===== config.mk =====
export PLATFORM = sky130hd
export DESIGN_NAME = fm_mix_top
export DESIGN_NICKNAME = d
export VERILOG_FILES = /design/src/fm_mix_pkg.sv /design/src/adpcm_sample_buf.sv /design/src/chan_cfg_regs.sv /design/src/fm_mix_top.sv /design/src/mix_sequencer.sv /design/src/mix_slot_counter.sv /design/src/single_acc.sv /design/src/slot_accum.sv
export VERILOG_INCLUDE_DIRS = /design/src /design/src/src
export SDC_FILE = /design/constraint.sdc
export NUM_CORES = 1
export LEC_CHECK = 0
export BUFFER_PORTS_ARGS = -buffer_cell sky130_fd_sc_hd__buf_4
export CAP_MARGIN = 5
export CORE_UTILIZATION = 30
export DETAILED_ROUTE_END_ITERATION = 16
export PLACE_DENSITY = 0.44
export SYNTH_ARGS = -nofsm -noshare
export SYNTH_HDL_FRONTEND = slang
export SYNTH_SLANG_ARGS = --single-unit

===== constraint.sdc =====
create_clock -name clk -period 4.2 [get_ports clk]
set_input_delay 0.84 -clock clk [delete_from_list [all_inputs] [get_ports clk]]
set_output_delay 0.84 -clock clk [all_outputs]
set_load 0.02 [all_outputs]

===== src/fm_mix_config.svh =====
`ifndef FM_MIX_CONFIG_SVH
`define FM_MIX_CONFIG_SVH

// Frame layout, 4 operators x 6 channels
`define FM_SLOTS     24

// ADPCM FIFO entries, equal to the sender's starting credit
`define ADPCM_DEPTH  4

// Channels whose S1 slot carries ADPCM data instead of FM
`define ADPCMA_CH    2
`define ADPCMB_CH    5

`endif


===== src/fm_mix_pkg.sv =====
package fm_mix_pkg;

    // One operator slot, frame runs op-major
    typedef struct packed {
        logic [1:0] op;   // 0..3 is S1..S4
        logic [2:0] ch;   // 0..5
    } slot_t;

    // Per-channel mixing setup
    typedef struct packed {
        logic [1:0] rl;   // [1] left on, [0] right on
        logic [2:0] alg;  // Operator connection
    } chan_cfg_t;

    // One stereo ADPCM sample
    typedef struct packed {
        logic signed [15:0] l;
        logic signed [15:0] r;
    } stereo_t;

    // Mixing sequencer
    typedef enum logic [1:0] {
        IDLE,
        RUN,
        DRAIN
    } seq_state_e;

endpackage


===== src/adpcm_sample_buf.sv =====
`timescale 1ns/1ps
`include "fm_mix_config.svh"

module adpcm_sample_buf (
    input  logic                clk,
    input  logic                arst_n,
    input  logic                valid,
    input  logic                pop,
    input  fm_mix_pkg::stereo_t sample,
    output logic                credit,
    output logic                empty,
    output fm_mix_pkg::stereo_t held
);
    import fm_mix_pkg::*;

    localparam int DEPTH = `ADPCM_DEPTH;
    localparam int AW    = (DEPTH > 1) ? $clog2(DEPTH) : 1;
    localparam int CW    = $clog2(DEPTH + 1);

    stereo_t       mem [DEPTH];
    logic [AW-1:0] wr_ptr;
    logic [AW-1:0] rd_ptr;
    logic [CW-1:0] count;
    logic          do_pop;

    function automatic logic [AW-1:0] ptr_inc(input logic [AW-1:0] p);
        return (p == AW'(DEPTH - 1)) ? '0 : p + 1'b1;
    endfunction

    assign empty  = count == '0;
    assign do_pop = pop && !empty;   // Guard, sequencer only pops when filled

    // Sender credit guarantees a free entry on every valid
    always_ff @(posedge clk) begin
        if (valid) begin
            mem[wr_ptr] <= sample;
        end
    end

    always_ff @(posedge clk or negedge arst_n) begin
        if (!arst_n) begin
            wr_ptr <= '0;
            rd_ptr <= '0;
            count  <= '0;
            credit <= 1'b0;
            held   <= '0;                      // Silent until first pop
        end else begin
            credit <= do_pop;                  // Slot freed, hand credit back
            if (valid) begin
                wr_ptr <= ptr_inc(wr_ptr);
            end
            if (do_pop) begin
                rd_ptr <= ptr_inc(rd_ptr);
                held   <= mem[rd_ptr];         // Stays put until next pop
            end
            case ({valid, do_pop})
                2'b10:   count <= count + 1'b1;
                2'b01:   count <= count - 1'b1;
                default: count <= count;       // Both or neither
            endcase
        end
    end

endmodule


===== src/chan_cfg_regs.sv =====
`timescale 1ns/1ps
`include "fm_mix_config.svh"

module chan_cfg_regs (
    input  logic                  clk,
    input  logic                  arst_n,
    input  logic                  cfg_we,
    input  logic [2:0]            cfg_ch,
    input  fm_mix_pkg::chan_cfg_t cfg,
    input  fm_mix_pkg::slot_t     slot,
    output fm_mix_pkg::chan_cfg_t cur_cfg
);
    import fm_mix_pkg::*;

    localparam int CHANNELS = `FM_SLOTS / 4;

    chan_cfg_t regs [CHANNELS];

    // Host writes ignore clk_en
    always_ff @(posedge clk or negedge arst_n) begin
        if (!arst_n) begin
            for (int i = 0; i < CHANNELS; i++) begin
                regs[i] <= '0;                 // Pan off, alg 0
            end
        end else if (cfg_we && cfg_ch < 3'(CHANNELS)) begin
            regs[cfg_ch] <= cfg;
        end
    end

    // Read follows the slot, channels 6 and 7 do not exist
    assign cur_cfg = (slot.ch < 3'(CHANNELS)) ? regs[slot.ch] : '0;

endmodule


===== src/fm_mix_top.sv =====
`timescale 1ns/1ps

module fm_mix_top (
    input  logic                  clk,
    input  logic                  clk_en,
    input  logic                  arst_n,
    input  logic                  run,
    input  logic                  cfg_we,
    input  logic                  a_valid,
    input  logic                  b_valid,
    input  logic [2:0]            cfg_ch,
    input  fm_mix_pkg::chan_cfg_t cfg,
    input  fm_mix_pkg::stereo_t   a_sample,
    input  fm_mix_pkg::stereo_t   b_sample,
    input  logic signed [13:0]    op_result,
    output fm_mix_pkg::slot_t     slot,        // Tells the op pipeline where we are
    output logic                  a_credit,
    output logic                  b_credit,
    output logic signed [15:0]    left,
    output logic signed [15:0]    right,
    output logic [7:0]            underrun_cnt
);
    import fm_mix_pkg::*;

    logic      frame_start;
    logic      running;
    logic      pop_a;
    logic      pop_b;
    logic      a_empty;
    logic      b_empty;
    stereo_t   held_a;       // Last ADPCM-A sample, repeats on underrun
    stereo_t   held_b;
    chan_cfg_t cur_cfg;      // Setup of the channel in the current slot

    mix_slot_counter u_slot_counter (
        .clk         (clk),
        .clk_en      (clk_en),
        .arst_n      (arst_n),
        .running     (running),
        .slot        (slot),
        .frame_start (frame_start)
    );

    mix_sequencer u_sequencer (
        .clk          (clk),
        .clk_en       (clk_en),
        .arst_n       (arst_n),
        .run          (run),
        .frame_start  (frame_start),
        .slot         (slot),
        .a_empty      (a_empty),
        .b_empty      (b_empty),
        .running      (running),
        .pop_a        (pop_a),
        .pop_b        (pop_b),
        .underrun_cnt (underrun_cnt)
    );

    adpcm_sample_buf u_buf_a (
        .clk    (clk),
        .arst_n (arst_n),
        .valid  (a_valid),
        .pop    (pop_a),
        .sample (a_sample),
        .credit (a_credit),
        .empty  (a_empty),
        .held   (held_a)
    );

    adpcm_sample_buf u_buf_b (
        .clk    (clk),
        .arst_n (arst_n),
        .valid  (b_valid),
        .pop    (pop_b),
        .sample (b_sample),
        .credit (b_credit),
        .empty  (b_empty),
        .held   (held_b)
    );

    chan_cfg_regs u_cfg_regs (
        .clk     (clk),
        .arst_n  (arst_n),
        .cfg_we  (cfg_we),
        .cfg_ch  (cfg_ch),
        .cfg     (cfg),
        .slot    (slot),
        .cur_cfg (cur_cfg)
    );

    slot_accum u_accum (
        .clk         (clk),
        .clk_en      (clk_en),
        .arst_n      (arst_n),
        .frame_start (frame_start),
        .slot        (slot),
        .cur_cfg     (cur_cfg),
        .op_result   (op_result),
        .adpcm_a     (held_a),
        .adpcm_b     (held_b),
        .left        (left),
        .right       (right)
    );

endmodule


===== src/mix_sequencer.sv =====
`timescale 1ns/1ps
`include "fm_mix_config.svh"

module mix_sequencer (
    input  logic              clk,
    input  logic              clk_en,
    input  logic              arst_n,
    input  logic              run,
    input  logic              frame_start,
    input  fm_mix_pkg::slot_t slot,
    input  logic              a_empty,
    input  logic              b_empty,
    output logic              running,
    output logic              pop_a,
    output logic              pop_b,
    output logic [7:0]        underrun_cnt
);
    import fm_mix_pkg::*;

    localparam int CHANNELS = `FM_SLOTS / 4;

    seq_state_e state;
    seq_state_e state_nxt;
    logic       last_slot;
    logic       fetch;

    assign last_slot = slot.op == 2'd3 && slot.ch == 3'(CHANNELS - 1);  // S4 of last channel
    assign running   = state != IDLE;
    assign fetch     = clk_en && state == RUN && frame_start;  // One fetch per frame
    assign pop_a     = fetch && !a_empty;
    assign pop_b     = fetch && !b_empty;

    always_comb begin
        state_nxt = state;
        case (state)
            IDLE: begin
                if (run) begin
                    state_nxt = RUN;
                end
            end
            RUN: begin
                if (!run) begin
                    state_nxt = last_slot ? IDLE : DRAIN;  // Finish the open frame
                end
            end
            DRAIN: begin
                if (last_slot) begin
                    state_nxt = IDLE;                      // Frame finished
                end
            end
            default: state_nxt = IDLE;
        endcase
    end

    always_ff @(posedge clk or negedge arst_n) begin
        if (!arst_n) begin
            state        <= IDLE;
            underrun_cnt <= '0;
        end else if (clk_en) begin
            state <= state_nxt;
            // Starved frames counted up to 255
            if (fetch && (a_empty || b_empty) && underrun_cnt != 8'hff) begin
                underrun_cnt <= underrun_cnt + 8'd1;
            end
        end
    end

endmodule


===== src/mix_slot_counter.sv =====
`timescale 1ns/1ps
`include "fm_mix_config.svh"

module mix_slot_counter (
    input  logic              clk,
    input  logic              clk_en,
    input  logic              arst_n,
    input  logic              running,
    output fm_mix_pkg::slot_t slot,
    output logic              frame_start
);

    localparam int CHANNELS = `FM_SLOTS / 4;

    logic last_ch;
    logic last_op;

    assign last_ch = slot.ch == 3'(CHANNELS - 1);
    assign last_op = slot.op == 2'd3;

    // Idle also parks on slot 0, so only flag it while mixing
    assign frame_start = running && slot == '0;

    always_ff @(posedge clk or negedge arst_n) begin
        if (!arst_n) begin
            slot <= '0;
        end else if (clk_en) begin
            if (!running) begin
                slot <= '0;                                    // Frame aligned restart
            end else if (last_ch) begin
                slot.ch <= '0;
                slot.op <= last_op ? 2'd0 : slot.op + 2'd1;    // S4 wraps to S1
            end else begin
                slot.ch <= slot.ch + 3'd1;                     // Channel steps first
            end
        end
    end

endmodule


===== src/single_acc.sv =====
`timescale 1ns/1ps

module single_acc (
    input  logic               clk,
    input  logic               clk_en,
    input  logic               arst_n,
    input  logic               zero,
    input  logic               sum_en,
    input  logic signed [15:0] din,
    output logic signed [15:0] snd
);

    logic signed [17:0] acc;       // Two guard bits over the sample
    logic signed [17:0] din_ext;
    logic signed [15:0] acc_sat;

    assign din_ext = {{2{din[15]}}, din};

    always_comb begin
        if (acc > 18'sd32767) begin
            acc_sat = 16'h7fff;
        end else if (acc < -18'sd32768) begin
            acc_sat = 16'h8000;
        end else begin
            acc_sat = acc[15:0];
        end
    end

    always_ff @(posedge clk or negedge arst_n) begin
        if (!arst_n) begin
            acc <= '0;
            snd <= '0;
        end else if (clk_en) begin
            if (zero) begin
                acc <= sum_en ? din_ext : '0;  // New frame opens with this slot
                snd <= acc_sat;                // Previous frame goes out
            end else if (sum_en) begin
                acc <= acc + din_ext;
            end
        end
    end

endmodule


===== src/slot_accum.sv =====
`timescale 1ns/1ps
`include "fm_mix_config.svh"

module slot_accum (
    input  logic                  clk,
    input  logic                  clk_en,
    input  logic                  arst_n,
    input  logic                  frame_start,
    input  fm_mix_pkg::slot_t     slot,
    input  fm_mix_pkg::chan_cfg_t cur_cfg,
    input  logic signed [13:0]    op_result,
    input  fm_mix_pkg::stereo_t   adpcm_a,
    input  fm_mix_pkg::stereo_t   adpcm_b,
    output logic signed [15:0]    left,
    output logic signed [15:0]    right
);

    logic               sum_en;
    logic               live;
    logic               en_l;
    logic               en_r;
    logic signed [15:0] op_ext;
    logic signed [15:0] in_l;
    logic signed [15:0] in_r;

    // ADPCM-A holds 12 bits, scale by 16 and clip anything wider
    function automatic logic signed [15:0] scale_a(input logic signed [15:0] s);
        logic pos_ovf;
        logic neg_ovf;
        pos_ovf = !s[15] && (|s[14:11]);
        neg_ovf = s[15] && !(&s[14:11]);
        if (neg_ovf) begin
            return 16'h8000;
        end
        if (pos_ovf) begin
            return 16'h7fff;
        end
        return {s[11:0], 4'd0};
    endfunction

    assign op_ext = {{2{op_result[13]}}, op_result};
    assign live   = frame_start || slot != '0;   // Parked slot 0 while idle adds nothing

    // Carrier decode per connection algorithm
    always_comb begin
        case (cur_cfg.alg)
            3'd4:       sum_en = slot.op == 2'd1 || slot.op == 2'd3;  // S2 and S4
            3'd5, 3'd6: sum_en = slot.op != 2'd0;                     // All but S1
            3'd7:       sum_en = 1'b1;
            default:    sum_en = slot.op == 2'd3;                     // S4 alone
        endcase
    end

    always_comb begin
        in_l = op_ext;
        in_r = op_ext;
        en_l = sum_en && cur_cfg.rl[1];
        en_r = sum_en && cur_cfg.rl[0];
        if (slot.op == 2'd0 && slot.ch == 3'(`ADPCMA_CH)) begin
            in_l = scale_a(adpcm_a.l);             // FM data dropped here
            in_r = scale_a(adpcm_a.r);
            en_l = 1'b1;
            en_r = 1'b1;
        end else if (slot.op == 2'd0 && slot.ch == 3'(`ADPCMB_CH)) begin
            in_l = $signed(adpcm_b.l) >>> 2;       // Bring 16 bits down near op level
            in_r = $signed(adpcm_b.r) >>> 2;
            en_l = 1'b1;
            en_r = 1'b1;
        end
    end

    single_acc u_left (
        .clk    (clk),
        .clk_en (clk_en),
        .arst_n (arst_n),
        .zero   (frame_start),
        .sum_en (en_l && live),
        .din    (in_l),
        .snd    (left)
    );

    single_acc u_right (
        .clk    (clk),
        .clk_en (clk_en),
        .arst_n (arst_n),
        .zero   (frame_start),
        .sum_en (en_r && live),
        .din    (in_r),
        .snd    (right)
    );

endmodule


Yosys cells after proc, flatten, opt, wreduce, memory -nomap -nowiden
Memory sizes are Yosys's and may differ from the RTL's. A register that Yosys moved wholly into a read port is not among the register bits.
Cells that the tools add are included.
{"block": "totals", "memories": 2, "ram_bits": 256, "reg_bits": 129, "inputBits": 93, "elab_cells": 196, "out_inout_bits": 47}
{"name": "u_buf_a.mem", "depth": 4, "width": 32, "read_ports": 1, "rd_clocked_by_memory_dff": 1, "write_ports": 1, "line": "adpcm_sample_buf.sv:20", "rtl": "stereo_t mem [DEPTH];"}
{"name": "u_buf_b.mem", "depth": 4, "width": 32, "read_ports": 1, "rd_clocked_by_memory_dff": 1, "write_ports": 1, "line": "adpcm_sample_buf.sv:20"}
{"block": "op_classes", "n_addsub": 13, "magnitude_cmp": 9, "reduce_logical": 56, "eq_ne": 23, "mux": 63, "bitwise_logic": 2}
{"op": "16-bit two-way mux", "count": 16}
{"op": "18-bit two-way mux", "count": 6}
{"op": "18-bit by 16-bit adder with 18-bit output", "count": 2}
{"op": "18-bit by 16-bit greater-than comparator with 1-bit output, second input constant", "count": 2}
{"op": "18-bit by 16-bit less-than comparator with 1-bit output, second input constant", "count": 2}
{"op": "30-bit bitwise mux", "count": 1}
{"op": "5-bit two-way mux", "count": 5}
{"op": "1-bit logical AND", "count": 22}
{"op": "2-bit two-way mux", "count": 10}
{"op": "1-bit two-way mux", "count": 18}
{"op": "2-bit equality test, second input constant", "count": 8}
{"op": "5-bit binary-select mux with 3-bit select", "count": 1}
{"op": "5-bit demux with 3-bit select", "count": 1}
{"op": "3-bit equality test, second input constant", "count": 5}
{"op": "3-bit one-hot mux with 2 select lines", "count": 2}
{"op": "4-bit AND reduction", "count": 3}
{"op": "2-bit nonzero test", "count": 6}
{"op": "2-bit by 1-bit adder with 2-bit output, second input constant", "count": 5}
{"op": "2-bit AND reduction", "count": 5}
{"op": "3-bit by 1-bit adder with 3-bit output, second input constant", "count": 3}
{"op": "8-bit by 1-bit adder with 8-bit output, second input constant", "count": 1}
{"op": "2-bit by 1-bit equality test with 1-bit output, second input constant", "count": 4}
{"op": "4-bit greater-or-equal comparator, second input constant", "count": 2}
{"op": "1-bit logical NOT", "count": 8}
{"op": "18 further kinds", "count": 28}

Logic depth before layout (Yosys ltp)
Gate-level depths: netlist of the first run.
{"block": "logic_depth", "ltp_word": 14, "mapped_depth": 18, "ltp_nobuf": 16}

Hierarchy
Synthesis of the first run repeated with hierarchy kept, for this count alone.
{"block": "unflattened", "cells_unflattened": 1606, "area_unflattened_um2": 21048.9}
{"module": "adpcm_sample_buf", "n_inst": 2, "seq_area_each_um2": 4844.6, "area_each_um2": 6272.3, "cells_per_inst": 275}
{"module": "single_acc", "n_inst": 2, "seq_area_each_um2": 850.8, "area_each_um2": 2506.2, "cells_per_inst": 332}
{"module": "chan_cfg_regs", "n_inst": 1, "seq_area_each_um2": 750.7, "area_each_um2": 1421.4, "cells_per_inst": 97}
{"module": "slot_accum", "n_inst": 1, "seq_area_each_um2": 0.0, "area_each_um2": 1207.4, "cells_per_inst": 212}
{"module": "mix_sequencer", "n_inst": 1, "seq_area_each_um2": 250.2, "area_each_um2": 564.3, "cells_per_inst": 52}
{"module": "mix_slot_counter", "n_inst": 1, "seq_area_each_um2": 125.1, "area_each_um2": 299.0, "cells_per_inst": 31}

Worst setup path after synthesis of the first run
OpenSTA, ideal clock, no wires.
{"block": "synth_timing", "kind": "register -> register", "from": "register, netlist name u_slot_counter.slot[3]", "to": "register u_accum.u_right.acc[16]", "n_path_buf": 2, "path_stages_with_launch": 19, "setup_ns": 0.082, "t_required_ns": 4.118, "path_slack_ns": 0.227, "arrival_ns": 3.892, "synth_period_minus_slack_ns": 3.973, "path_cell_list": "dfrtp_1 -> inv_1 -> ha_1 -> nor4bb_1 -> buf_2 -> buf_1 -> a21oi_1 -> a21oi_1 -> ha_1 -> inv_1 -> fa_1 -> nand2b_1 -> a21oi_1 -> a31o_2 -> a31oi_1 -> o21ai_0 -> nand3_1 -> a211o_1 -> a31oi_1"}
{"block": "synth_between", "elab_chain_cells": 9, "elab_cells_between_ends": 24, "cone_classes": "1 x add/sub; 2 x eq/ne; 8 x mux; 13 x reduce/logical"}
{"element": "branches (longest 9 deep; another with 18-bit by 16-bit adder with 18-bit output)"}
{"element": "end signal, assigned", "line": "single_acc.sv:35", "rtl": "acc <= sum_en ? din_ext : '0;"}
{"element": "end signal, assigned", "line": "single_acc.sv:38", "rtl": "acc <= acc + din_ext;"}
{"element": "end, declared", "line": "single_acc.sv:13", "rtl": "logic signed [17:0] acc;"}
Several ways; the timed one is not identified. The select of a mux whose other input is x is not followed.
A chain may end at the register's enable or synchronous reset.

Worst setup path in the final report of the first run
{"block": "layout_timing", "from": "register, netlist name u_slot_counter.slot[4]", "to": "register u_accum.u_left.acc[17]"}
{"block": "layout_between", "elab_chain_cells": 9, "elab_cells_between_ends": 24, "cone_classes": "1 x add/sub; 2 x eq/ne; 8 x mux; 13 x reduce/logical"}
{"element": "branches (longest 9 deep; another with 18-bit by 16-bit adder with 18-bit output)"}
{"element": "end signal, assigned", "line": "single_acc.sv:35"}
{"element": "end signal, assigned", "line": "single_acc.sv:38"}
{"element": "end, declared", "line": "single_acc.sv:13"}
Several ways; the timed one is not identified. The select of a mux whose other input is x is not followed.

==> results of run 1 <==
[worst max-delay path: cells and delay by family (launching register included)]
kind,cells,cell delay [ns]
AND/OR/NAND/NOR,4,0.72
AO/OA/AOI/OAI,6,1.46
adder cells (fa/ha/maj),2,0.46
flip-flops,1,0.37
buffers and inverters,4,0.62
multiplexers,1,0.16
[cells by family (layout without fill, tap and decap cells)]
| family | count (synthesis) | in the layout | synth area share (%) |
|---|---|---|---|
| fa+ha+maj | 56 | 56 | 3.73 |
| simple gates | 366 | 366 | 8.32 |
| xor+xnor | 39 | 39 | 1.75 |
| flops | 429 | 429 | 61.0 |
| compound gates | 310 | 310 | 9.63 |
| buf+inv | 104 | 297 | 2.37 |
| mux | 170 | 170 | 13.2 |
[path summary, 6_finish.rpt]
kind / cells after the start / end / from
min in group clk: 1 / u_buf_a.mem[0][13] / a_sample[13]
min reg2reg: 1 / u_buf_b.count[2] / u_buf_b.count[2]
max in group asynchronous: 2 / u_accum.u_right.acc[2] / arst_n
max reg2reg: 17 / u_accum.u_left.acc[17] / u_slot_counter.slot[4]
max: 17 / u_accum.u_left.acc[17] / u_slot_counter.slot[4]
min: 1 / u_cfg_regs.regs[10] / arst_n
[registers in the layout (all words and copies together) (netlist names), 16 cells and up]
name                 count
u_buf_b.held            28
u_accum.u_right.acc     18
u_buf_a.mem            128
u_accum.u_left.acc      18
u_cfg_regs.regs         30
u_accum.u_right.snd     16
u_buf_b.mem            112
u_buf_a.held            32
u_accum.u_left.snd      16
[power by group through the flow]
stage	Combinational, mW	Clock (mW)	Sequential (mW)
after floorplan	4.99	0	6.34
after global placement	6.57	0	6.76
after detailed placement	6.63	0	6.81
after CTS	6.66	4.29	6.73
after global routing	7.34	4.44	6.89
final	6.55	4.15	6.69
[cell type report]
cell class                      instances  area [µm²]
Tap cell                              855        1070
Timing Repair Buffer                  177        1350
Fill cell                            6285       41200
Sequential cell                       429       11900
Inverter                               31         116
Clock inverter                         24         255
Clock buffer                           65        1320
Multi-Input combinational cell        941        7190
[per-layer routing]
layer | part of all wire, % | GRT usage (%)
met1 | 48 | 20.8
met2 | 46 | 23.1
met3 | 4.5 | 2.71
met4 | 1.9 | 3.75
met5 | 0.035 | 0
[layout by cell type (no fill, tap or decap), drive strengths merged, types with 4 or more instances in the layout]
cell type	instances
xor2	13
clkinvlp	5
nand2b	8
xnor2	26
inv	32
and3	9
nor2b	4
mux2	97
nand3	13
o21ai	109
mux4	61
clkinv	15
nor3	10
edfxtp	240
nand2	163
nor2	116
fa	4
a21o	10
a21oi	106
or2	5
buf	176
o21a	7
nand4	6
a211oi	10
and2	14
dfrtp	189
or3	5
mux2i	12
a22oi	25
ha	52
clkbuf	66
a31oi	7
[through the flow]
step | std cells | power (mW) | area, µm² | setup slack [ns]
2_1_floorplan | 1474 | 11.3 | 19600 | 0.227
3_3_place_gp | 2433 | 13.3 | 21700 | 0.400
3_5_place_dp | 2433 | 13.4 | 21700 | 0.386
4_1_cts | 2522 | 17.7 | 23200 | 0.380
5_1_grt | 2522 | 18.7 | 23200 | 0.0316
6_report | 2522 | 17.4 | 23200 | 0.306
==> results_dict.tcl, run 1 <==
set metrics [dict create \
    status "completed" \
    floorplan.core_area_um2 64500 \
    tritonroute_pass_1_iters 5 \
    netlist-cell-type-count 75 \
    die-area_um2 66300 \
    globalRouteOverflowTotal 0 \
    via_count 12000 \
    worstMarginPinSlew_ns 0.927 \
    ys_ff_latch 429 \
    fin_nets 1777 \
    post-dp-hpwl_mm 33.6 \
    postcts_resize_cnt 0 \
    grt_first_pass_wirelength_mm 74.2 \
    clock_power_share_pct 23.9 \
    number_of_synthesized_flops_with_an_enable_pin 240 \
    post-synth-top-area-cell "edfxtp_1" \
    cts_tree "done" \
    core.rowCount 93 \
    clock_sinks 429 \
    hold_ws_ns 0.283 \
    critical_path_peak_fanout 9 \
    r2r_setup_slack_ns 0.31 \
    clockBufferDepth 3 \
    sw_frac_of_total_pct 36.4 \
    cell_count_after_synthesis 1474 \
    leakage_nw 9.03 \
    grt_antenna_before_repair 1 \
    synth_area_um2 19600 \
    clk_root_buffer_cell "clkbuf_16" \
    combPwrFrac_pct 37.7 \
    crit_path_max_incr_delay_ns 0.42 \
    design.portCount 140 \
    vias_per_cell 4.75 \
    insertedDiodeCount 0 \
    antenna_violating_nets_post_route 0 \
    yosys_most_used_dff "edfxtp_1" \
    power.density_nw_per_um2 749 \
    critical_path_arrival_ns 4.38 \
    setup_viol 0 \
    worst_setup_path_start_kind "flip-flop" \
    clk_transition_reported_paths_ns 0.06 \
    cts_setup_buffers 0 \
    die_w_um 257 \
    layout-area-overhead-vs-synth_pct 18.7 \
    max_clock_freq_ghz 0.257 \
    crit_slowest_cell "a221oi_1" \
    yosys-top-cells-count "edfxtp_1, dfrtp_1, nand2_1" \
    netlist.area_leader.share_pct 36.8 \
    utilization_pct 36.0 \
    list_of_cells_traversed_by_the_critical_path "inv_1, ha_1, nor4bb_4, buf_4, o21ai_0, buf_4, nand2_1, inv_1, ha_1, a211oi_1, o21a_1, o31ai_1, a221oi_1, nand4b_1, nand3_1, mux2i_1, o211ai_1" \
    period_share_pct 92.7 \
    syn_avg_cell_area_um2 13.3 \
    global_route.usage.total_pct 14.7 \
    largest_net_degree_at_the_start_of_global_routing 77 \
    slew_violations 0 \
    timing.hold.worst.class "input pin to asynchronous set/reset pin" \
    timing.setup.tns_ns 0 \
    cts_inserted_buffers 48 \
    fin_crit_ns 3.89 \
    timing.critical_path.required_ns 4.68 \
    cts-hold-fix-buffers 0 \
    synth-warning-count 0 \
    synth_fp_nets 1623 \
    synth_sequential_area_ratio_pct 61.0 \
    maxcap_violations 0 \
    htreeDepth 2 \
    clock_insertion_delay_worst_skew_ns 0.61 \
    synthMostInstantiatedCell "edfxtp_1" \
    initial_core_util_pct 30.4 \
    maxSlewHeadroom_pct 38.2 \
    ir_worst_vdd_v 0.000322 \
    drc 0 \
    power_frac_seq_pct 38.5 \
    wire_per_inst_um 19.1 \
    finClkSkew_ns 0.0310 \
    timing_worst_setup_path_type "flip-flop to flip-flop" \
    timing.critical_path.to_type "flip-flop" \
    io_buffers 135 \
    height_of_the_die_um 257 \
    wirelength_mm 48.3 \
    drive_gt1_share_pct 26.3 \
    timing.final.hold_violations 0 \
    p_sw_mw 6.33 \
    synth_top_cells_by_area "edfxtp_1, dfrtp_1, mux4_2" \
    first_iter_violations 692 \
    gp_congestion 0.855 \
    internal_power_contribution_mw 11.1 \
    grt_setup_unrepaired "false" \
    async_flop_share_pct 44.1 \
    first_global_vias 12000 \
]
Power figures use the tool's default switching activity.
==> inputs of run 2 (changes only) <==
CELL_PAD_IN_SITES_DETAIL_PLACEMENT = 1   (was default)
CELL_PAD_IN_SITES_GLOBAL_PLACEMENT = 2   (was default)
PLACE_DENSITY = 0.58   (was 0.44)
==> run 2 against run 1 <==
Against the previous run: via count increased by 2.5%; combinational power rose by 4.3%; clock-buffer cell count grew 2; clock skew down 0.0072 ns; die area unchanged; sequential power about the same; register-to-register slack lost 0.02 ns; clock power rose by 13%; global-route usage up 1.1 points; first-iteration DRC count shrank 26%; critical path type unchanged.
==> results_dict.tcl, run 2 (synthesis results as in run 1) <==
set metrics [dict create \
    cts-hold-fix-buffers 0 \
    first_iter_violations 511 \
    nFillCells 6798 \
    die_w_um 257 \
    core.rowCount 93 \
    layoutNonFillerInstCount 2546 \
    grt_antenna_before_repair 1 \
    worstRegToRegCells 20 \
    initial_core_util_pct 30.4 \
    wirelength_mm 51.4 \
    multi_input_area_um2 7210 \
    setup_viol 0 \
    dpl_cell_area_um2 21800 \
    seq_area_um2 11900 \
    slew_violations 0 \
    max_flop_register "u_buf_a.mem" \
    largest_net_degree_at_the_start_of_global_routing 78 \
    maxcap_violations 0 \
    mostFrequentLayoutCells "edfxtp_1, buf_4, dfrtp_1, nand2_1, nor2_1" \
    max_clock_freq_ghz 0.256 \
    period_share_pct 93.2 \
    design.portCount 140 \
    height_of_the_die_um 257 \
    clk_root_buffer_cell "clkbuf_16" \
    timing_worst_setup_path_type "flip-flop to flip-flop" \
    global_route.usage.total_pct 15.8 \
    regToRegEndpoint "u_accum.u_left.acc[13]" \
    clockBufferDepth 3 \
    largest_reg_flops 128 \
    grt_first_pass_wirelength_mm 80.3 \
    cts_tree "done" \
    clock_sinks 429 \
    critical_path_peak_fanout 14 \
    worst_setup_path_start_kind "flip-flop" \
    worstMarginPinSlew_ns 1.05 \
    die-area_um2 66300 \
    clk_transition_reported_paths_ns 0.06 \
    leakage_nw 9.27 \
    drc 0 \
    tritonroute_pass_1_iters 5 \
    timing.hold.worst.class "input pin to asynchronous set/reset pin" \
    critical_path_arrival_ns 4.44 \
    htreeDepth 2 \
    gp_congestion 0.780 \
    post-dp-hpwl_mm 36.0 \
    status "completed" \
    maxSlewHeadroom_pct 30.1 \
    first_global_vias 13100 \
    timing.final.hold_violations 0 \
    layout_top_registers "u_buf_a.mem (128), u_buf_b.mem (112), u_buf_a.held (32)" \
    insertedDiodeCount 0 \
    timing.critical_path.to_type "flip-flop" \
    fin_nets 1799 \
    floorplan.core_area_um2 64500 \
    fin_crit_ns 3.91 \
    via_count 12300 \
    mostFrequentLayoutCell "edfxtp_1" \
    grt_setup_unrepaired "false" \
    io_buffers 135 \
    antenna_violating_nets_post_route 0 \
    timing.setup.tns_ns 0 \
    vias_per_cell 4.82 \
    drive_gt1_share_pct 27.5 \
    layout-area-overhead-vs-synth_pct 20.8 \
    dp.cells 2452 \
    fin_area_um2 23700 \
    clock_insertion_delay_worst_skew_ns 0.60 \
    hold_ws_ns 0.276 \
    regToRegStartpoint "u_slot_counter.slot[4]" \
    wire_per_inst_um 20.2 \
    globalRouteOverflowTotal 0 \
    timing.critical_path.required_ns 4.72 \
    power.density_nw_per_um2 770 \
    ir_worst_vdd_v 0.000333 \
    finClkSkew_ns 0.0237 \
    cts_inserted_buffers 50 \
    r2r_setup_slack_ns 0.29 \
]
run 2: changes by cell type in the layout (fill, tap and decap cells not counted), moves of 3 or more:
cell        before  now
buf_4          175  193
bufinv_16        3    8
clkbuf_1        12    8
clkbuf_16       48   51
clkbuf_8         6    9
clkinv_2         8    5
clkinvlp_4       5    2
run 2: what timing repair did:
action / in CTS / in global routing
gates resized for setup: 0 / 3
buffers inserted: 0 / 1
setup endpoints to repair: 0 / 11
run 2: where the power goes:
| part | switching, mW | total [mW] | internal, mW |
|---|---|---|---|
| Clock | 1.81 | 4.68 | 2.87 |
| Combinational | 3.66 | 6.83 | 3.17 |
| Sequential | 1.07 | 6.70 | 5.63 |
run 2: layer usage:
layer | routed length (µm) | up-vias | GRT usage [%]
li1 | - | 5819 | -
met1 | 23600 | 6214 | 21.1
met2 | 24700 | 184 | 26.3
met3 | 2060 | 62 | 2.82
met4 | 965 | 2 | 4.26
met5 | 14 | - | 0
run 2: worst max-delay path by stage:
stage	slack [ns]	start	end
6_report	0.29	u_slot_counter.slot[4]	u_accum.u_left.acc[13]
3_5_place_dp	0.03	u_slot_counter.slot[4]	u_accum.u_left.acc[17]
4_1_cts	0.03	u_slot_counter.slot[4]	u_accum.u_left.acc[17]
2_1_floorplan	0.23	u_slot_counter.slot[3]	u_accum.u_right.acc[16]
3_3_place_gp	0.15	u_slot_counter.slot[4]	u_accum.u_right.acc[16]
5_1_grt	0.009	u_slot_counter.slot[4]	u_accum.u_right.acc[17]
run 2: cell type report:
| cell class | instances | area share (%) |
|---|---|---|
| repair buffers | 197 | 6.44 |
| clock inverters | 26 | 1.60 |
| multi-input cells | 941 | 30.5 |
| clock buffers | 67 | 5.99 |
| well taps | 855 | 4.52 |
| inverters | 31 | 0.492 |
| flip-flops and latches | 429 | 50.5 |
run 2: through the flow:
step / total power, mW / util, % / worst slack, ns
after detailed placement: 13.8 / 33.9 / 0.0259
after floorplan: 11.3 / - / 0.227
final: 18.2 / 36.7 / 0.286
after CTS: 18.5 / 36.7 / 0.0251
after global placement: 13.6 / 33.9 / 0.145
after global routing: 19.6 / 36.7 / 0.00874
run 2: worst max-delay path, stage by stage, from the launching register on:
cell,delay [ns]
dfrtp_1,0.38
inv_1,0.08
ha_1,0.17
buf_4,0.14
nand4b_1,0.12
buf_4,0.22
a21oi_1,0.22
nand2_1,0.12
nand2_1,0.14
inv_1,0.08
ha_1,0.29
a211oi_1,0.45
o21a_1,0.24
o31ai_1,0.10
buf_4,0.15
buf_4,0.14
a41o_1,0.24
a21oi_1,0.18
xnor2_1,0.14
a22oi_1,0.07
o21ai_0,0.15
==> inputs of run 3 (changes only) <==
REMOVE_ABC_BUFFERS = 1   (was default)
==> run 3 against run 2 <==
Against the previous run: via count is 0.29% higher; highest routed layer unchanged; critical endpoint is now u_accum.u_right.acc[10]; clock power fell by 11%; sequential power about the same.
==> results_dict.tcl, run 3 (synthesis results as in run 1) <==
set metrics [dict create \
    timing.critical_path.required_ns 4.62 \
    globalRouteOverflowTotal 0 \
    ir_worst_vdd_v 0.000441 \
    first_iter_violations 465 \
    post-place-ws_ns 0.120 \
    drc 0 \
    wire_per_inst_um 20.1 \
    list_of_cells_traversed_by_the_critical_path "inv_1, ha_1, buf_4, and4b_1, buf_12, nand2_1, a21oi_1, ha_1, and2_1, a32o_1, a311o_1, a21o_1, a21oi_1, xnor2_1, a22oi_1, a21oi_1" \
    grt_first_pass_wirelength_mm 80.0 \
    clk_root_buffer_cell "clkbuf_16" \
    timing.final.hold_violations 0 \
    regToRegStartpoint "u_slot_counter.slot[4]" \
    critical_path_peak_fanout 30 \
    seq_area_um2 11900 \
    wirelength_mm 51.5 \
    core.rowCount 93 \
    setup_viol 0 \
    utilization_pct 36.4 \
    mostFrequentLayoutCell "edfxtp_1" \
    grt_setup_unrepaired "true" \
    drive_gt1_share_pct 27.3 \
    insertedDiodeCount 0 \
    post-dp-hpwl_mm 35.5 \
    height_of_the_die_um 257 \
    dp.cells 2462 \
    crit_path_max_incr_delay_ns 0.50 \
    vias_per_cell 4.82 \
    die_w_um 257 \
    layoutNonFillerInstCount 2554 \
    gp_congestion 0.783 \
    htreeDepth 2 \
    cts_setup_buffers 0 \
    slew_violations 0 \
    max_clock_freq_ghz 0.254 \
    cp_num_buf_inv 3 \
    status "completed" \
    timing.hold.worst.class "input pin to asynchronous set/reset pin" \
    layout-area-overhead-vs-synth_pct 20.0 \
    antenna_violating_nets_post_route 0 \
    fin_nets 1807 \
    maxSlewHeadroom_pct 27.3 \
    timing.setup.tns_ns 0 \
    worst_setup_path_start_kind "flip-flop" \
    critical_path.startpoint "u_slot_counter.slot[4]" \
    maxcap_violations 0 \
    initial_core_util_pct 30.4 \
    power.density_nw_per_um2 756 \
    clock_sinks 429 \
    tritonroute_pass_1_iters 4 \
    nFillCells 6861 \
    clk_transition_reported_paths_ns 0.06 \
    critical_path_arrival_ns 4.36 \
    timing.critical_path.to_type "flip-flop" \
    grt_antenna_before_repair 2 \
    largest_reg_flops 128 \
    io_buffers 135 \
    largest_net_degree_at_the_start_of_global_routing 77 \
    crit_slowest_cell "a21oi_1" \
    timing.critical_path.max_delay_family "compound AO/OA/AOI/OAI gates" \
    worstMarginPinSlew_ns 1.08 \
    fin_crit_ns 3.94 \
    die-area_um2 66300 \
    postLayoutSetupSlackWorst_ns 0.262 \
    mostFrequentLayoutCells "edfxtp_1, buf_4, dfrtp_1, nand2_1, nor2_1" \
    layout_top_registers "u_buf_a.mem (128), u_buf_b.mem (112), u_buf_a.held (32)" \
    global_route.usage.total_pct 15.7 \
    first_global_vias 13300 \
    clockBufferDepth 3 \
    timing_worst_setup_path_type "flip-flop to flip-flop" \
    cts_tree "done" \
    post-layout-total-power_mw 17.8 \
    design.portCount 140 \
    via_count 12300 \
    multi_input_area_um2 7200 \
    crit_top_cell "a21oi_1" \
    period_share_pct 93.8 \
    floorplan.core_area_um2 64500 \
    max_flop_register "u_buf_a.mem" \
    clock_insertion_delay_worst_skew_ns 0.60 \
    cts_inserted_buffers 49 \
    finClkSkew_ns 0.0421 \
    leakage_nw 9.19 \
]
-- run 3: changes by cell type in the layout (fill, tap and decap cells not counted), moves of 3 or more --
cell	change
o21ai_1	+3
bufinv_16	-6
and2_1	+4
clkinv_2	+4
buf_4	+9
clkbuf_1	+5
and2_2	-4
-- run 3: final cells by class --
cell class / count / area share [%]
clock inverters: 24 / 0.911
flip-flops and latches: 429 / 50.8
clock buffers: 68 / 5.78
well taps: 855 / 4.55
repair buffers: 206 / 6.77
multi-input cells: 941 / 30.6
inverters: 31 / 0.495
-- run 3: per-layer routing --
metal | vias to the layer above | track usage, % | part of all wire, % | wire length, µm
met5 | - | 0 | 0.052 | 27
met4 | 4 | 4.68 | 2.3 | 1160
met3 | 64 | 2.66 | 3.3 | 1700
met2 | 157 | 26.7 | 49 | 25400
met1 | 6264 | 20.5 | 45 | 23200
li1 | 5828 | - | - | -
-- run 3: final timing paths --
check                                                to  slack, ns  depth (start not counted)
worst max-delay path            u_accum.u_right.acc[10]       0.26                         16
min in group clk                      u_buf_a.mem[1][1]       0.44                          1
worst min-delay path                u_cfg_regs.regs[15]       0.22                          1
max in group asynchronous        u_accum.u_left.acc[12]       3.08                          2
worst min register to register         u_buf_a.count[2]       0.47                          1
worst max register to register  u_accum.u_right.acc[10]       0.26                         16
-- run 3: through the flow --
step | hold WS (ns) | cell area, µm²
2_1_floorplan | 0.443 | 19200
3_3_place_gp | 0.464 | 21900
3_5_place_dp | 0.471 | 21900
4_1_cts | 0.254 | 23500
5_1_grt | 0.264 | 23500
6_report | 0.219 | 23500
-- run 3: report_power, final --
group	switching, mW	leakage (nW)	total (mW)	internal (mW)
Sequential	1.10	4.54	6.73	5.63
Combinational	3.63	3.89	6.88	3.25
Clock	1.75	0.767	4.15	2.40
-- run 3: worst register-to-register path, delay by kind of cell (launching register included) --
family	cells	cell delay [ns]
flip-flops	1	0.37
adder cells (fa/ha/maj)	2	0.55
AND/OR/NAND/NOR	3	0.55
buffers and inverters	3	0.43
AO/OA/AOI/OAI	7	1.78
XOR/XNOR	1	0.08
-- run 3: what timing repair did --
action / in CTS / in global routing
gates resized for setup: 0 / 5
endpoints found under the setup margin: 0 / 10
hold buffers: 0 / 0
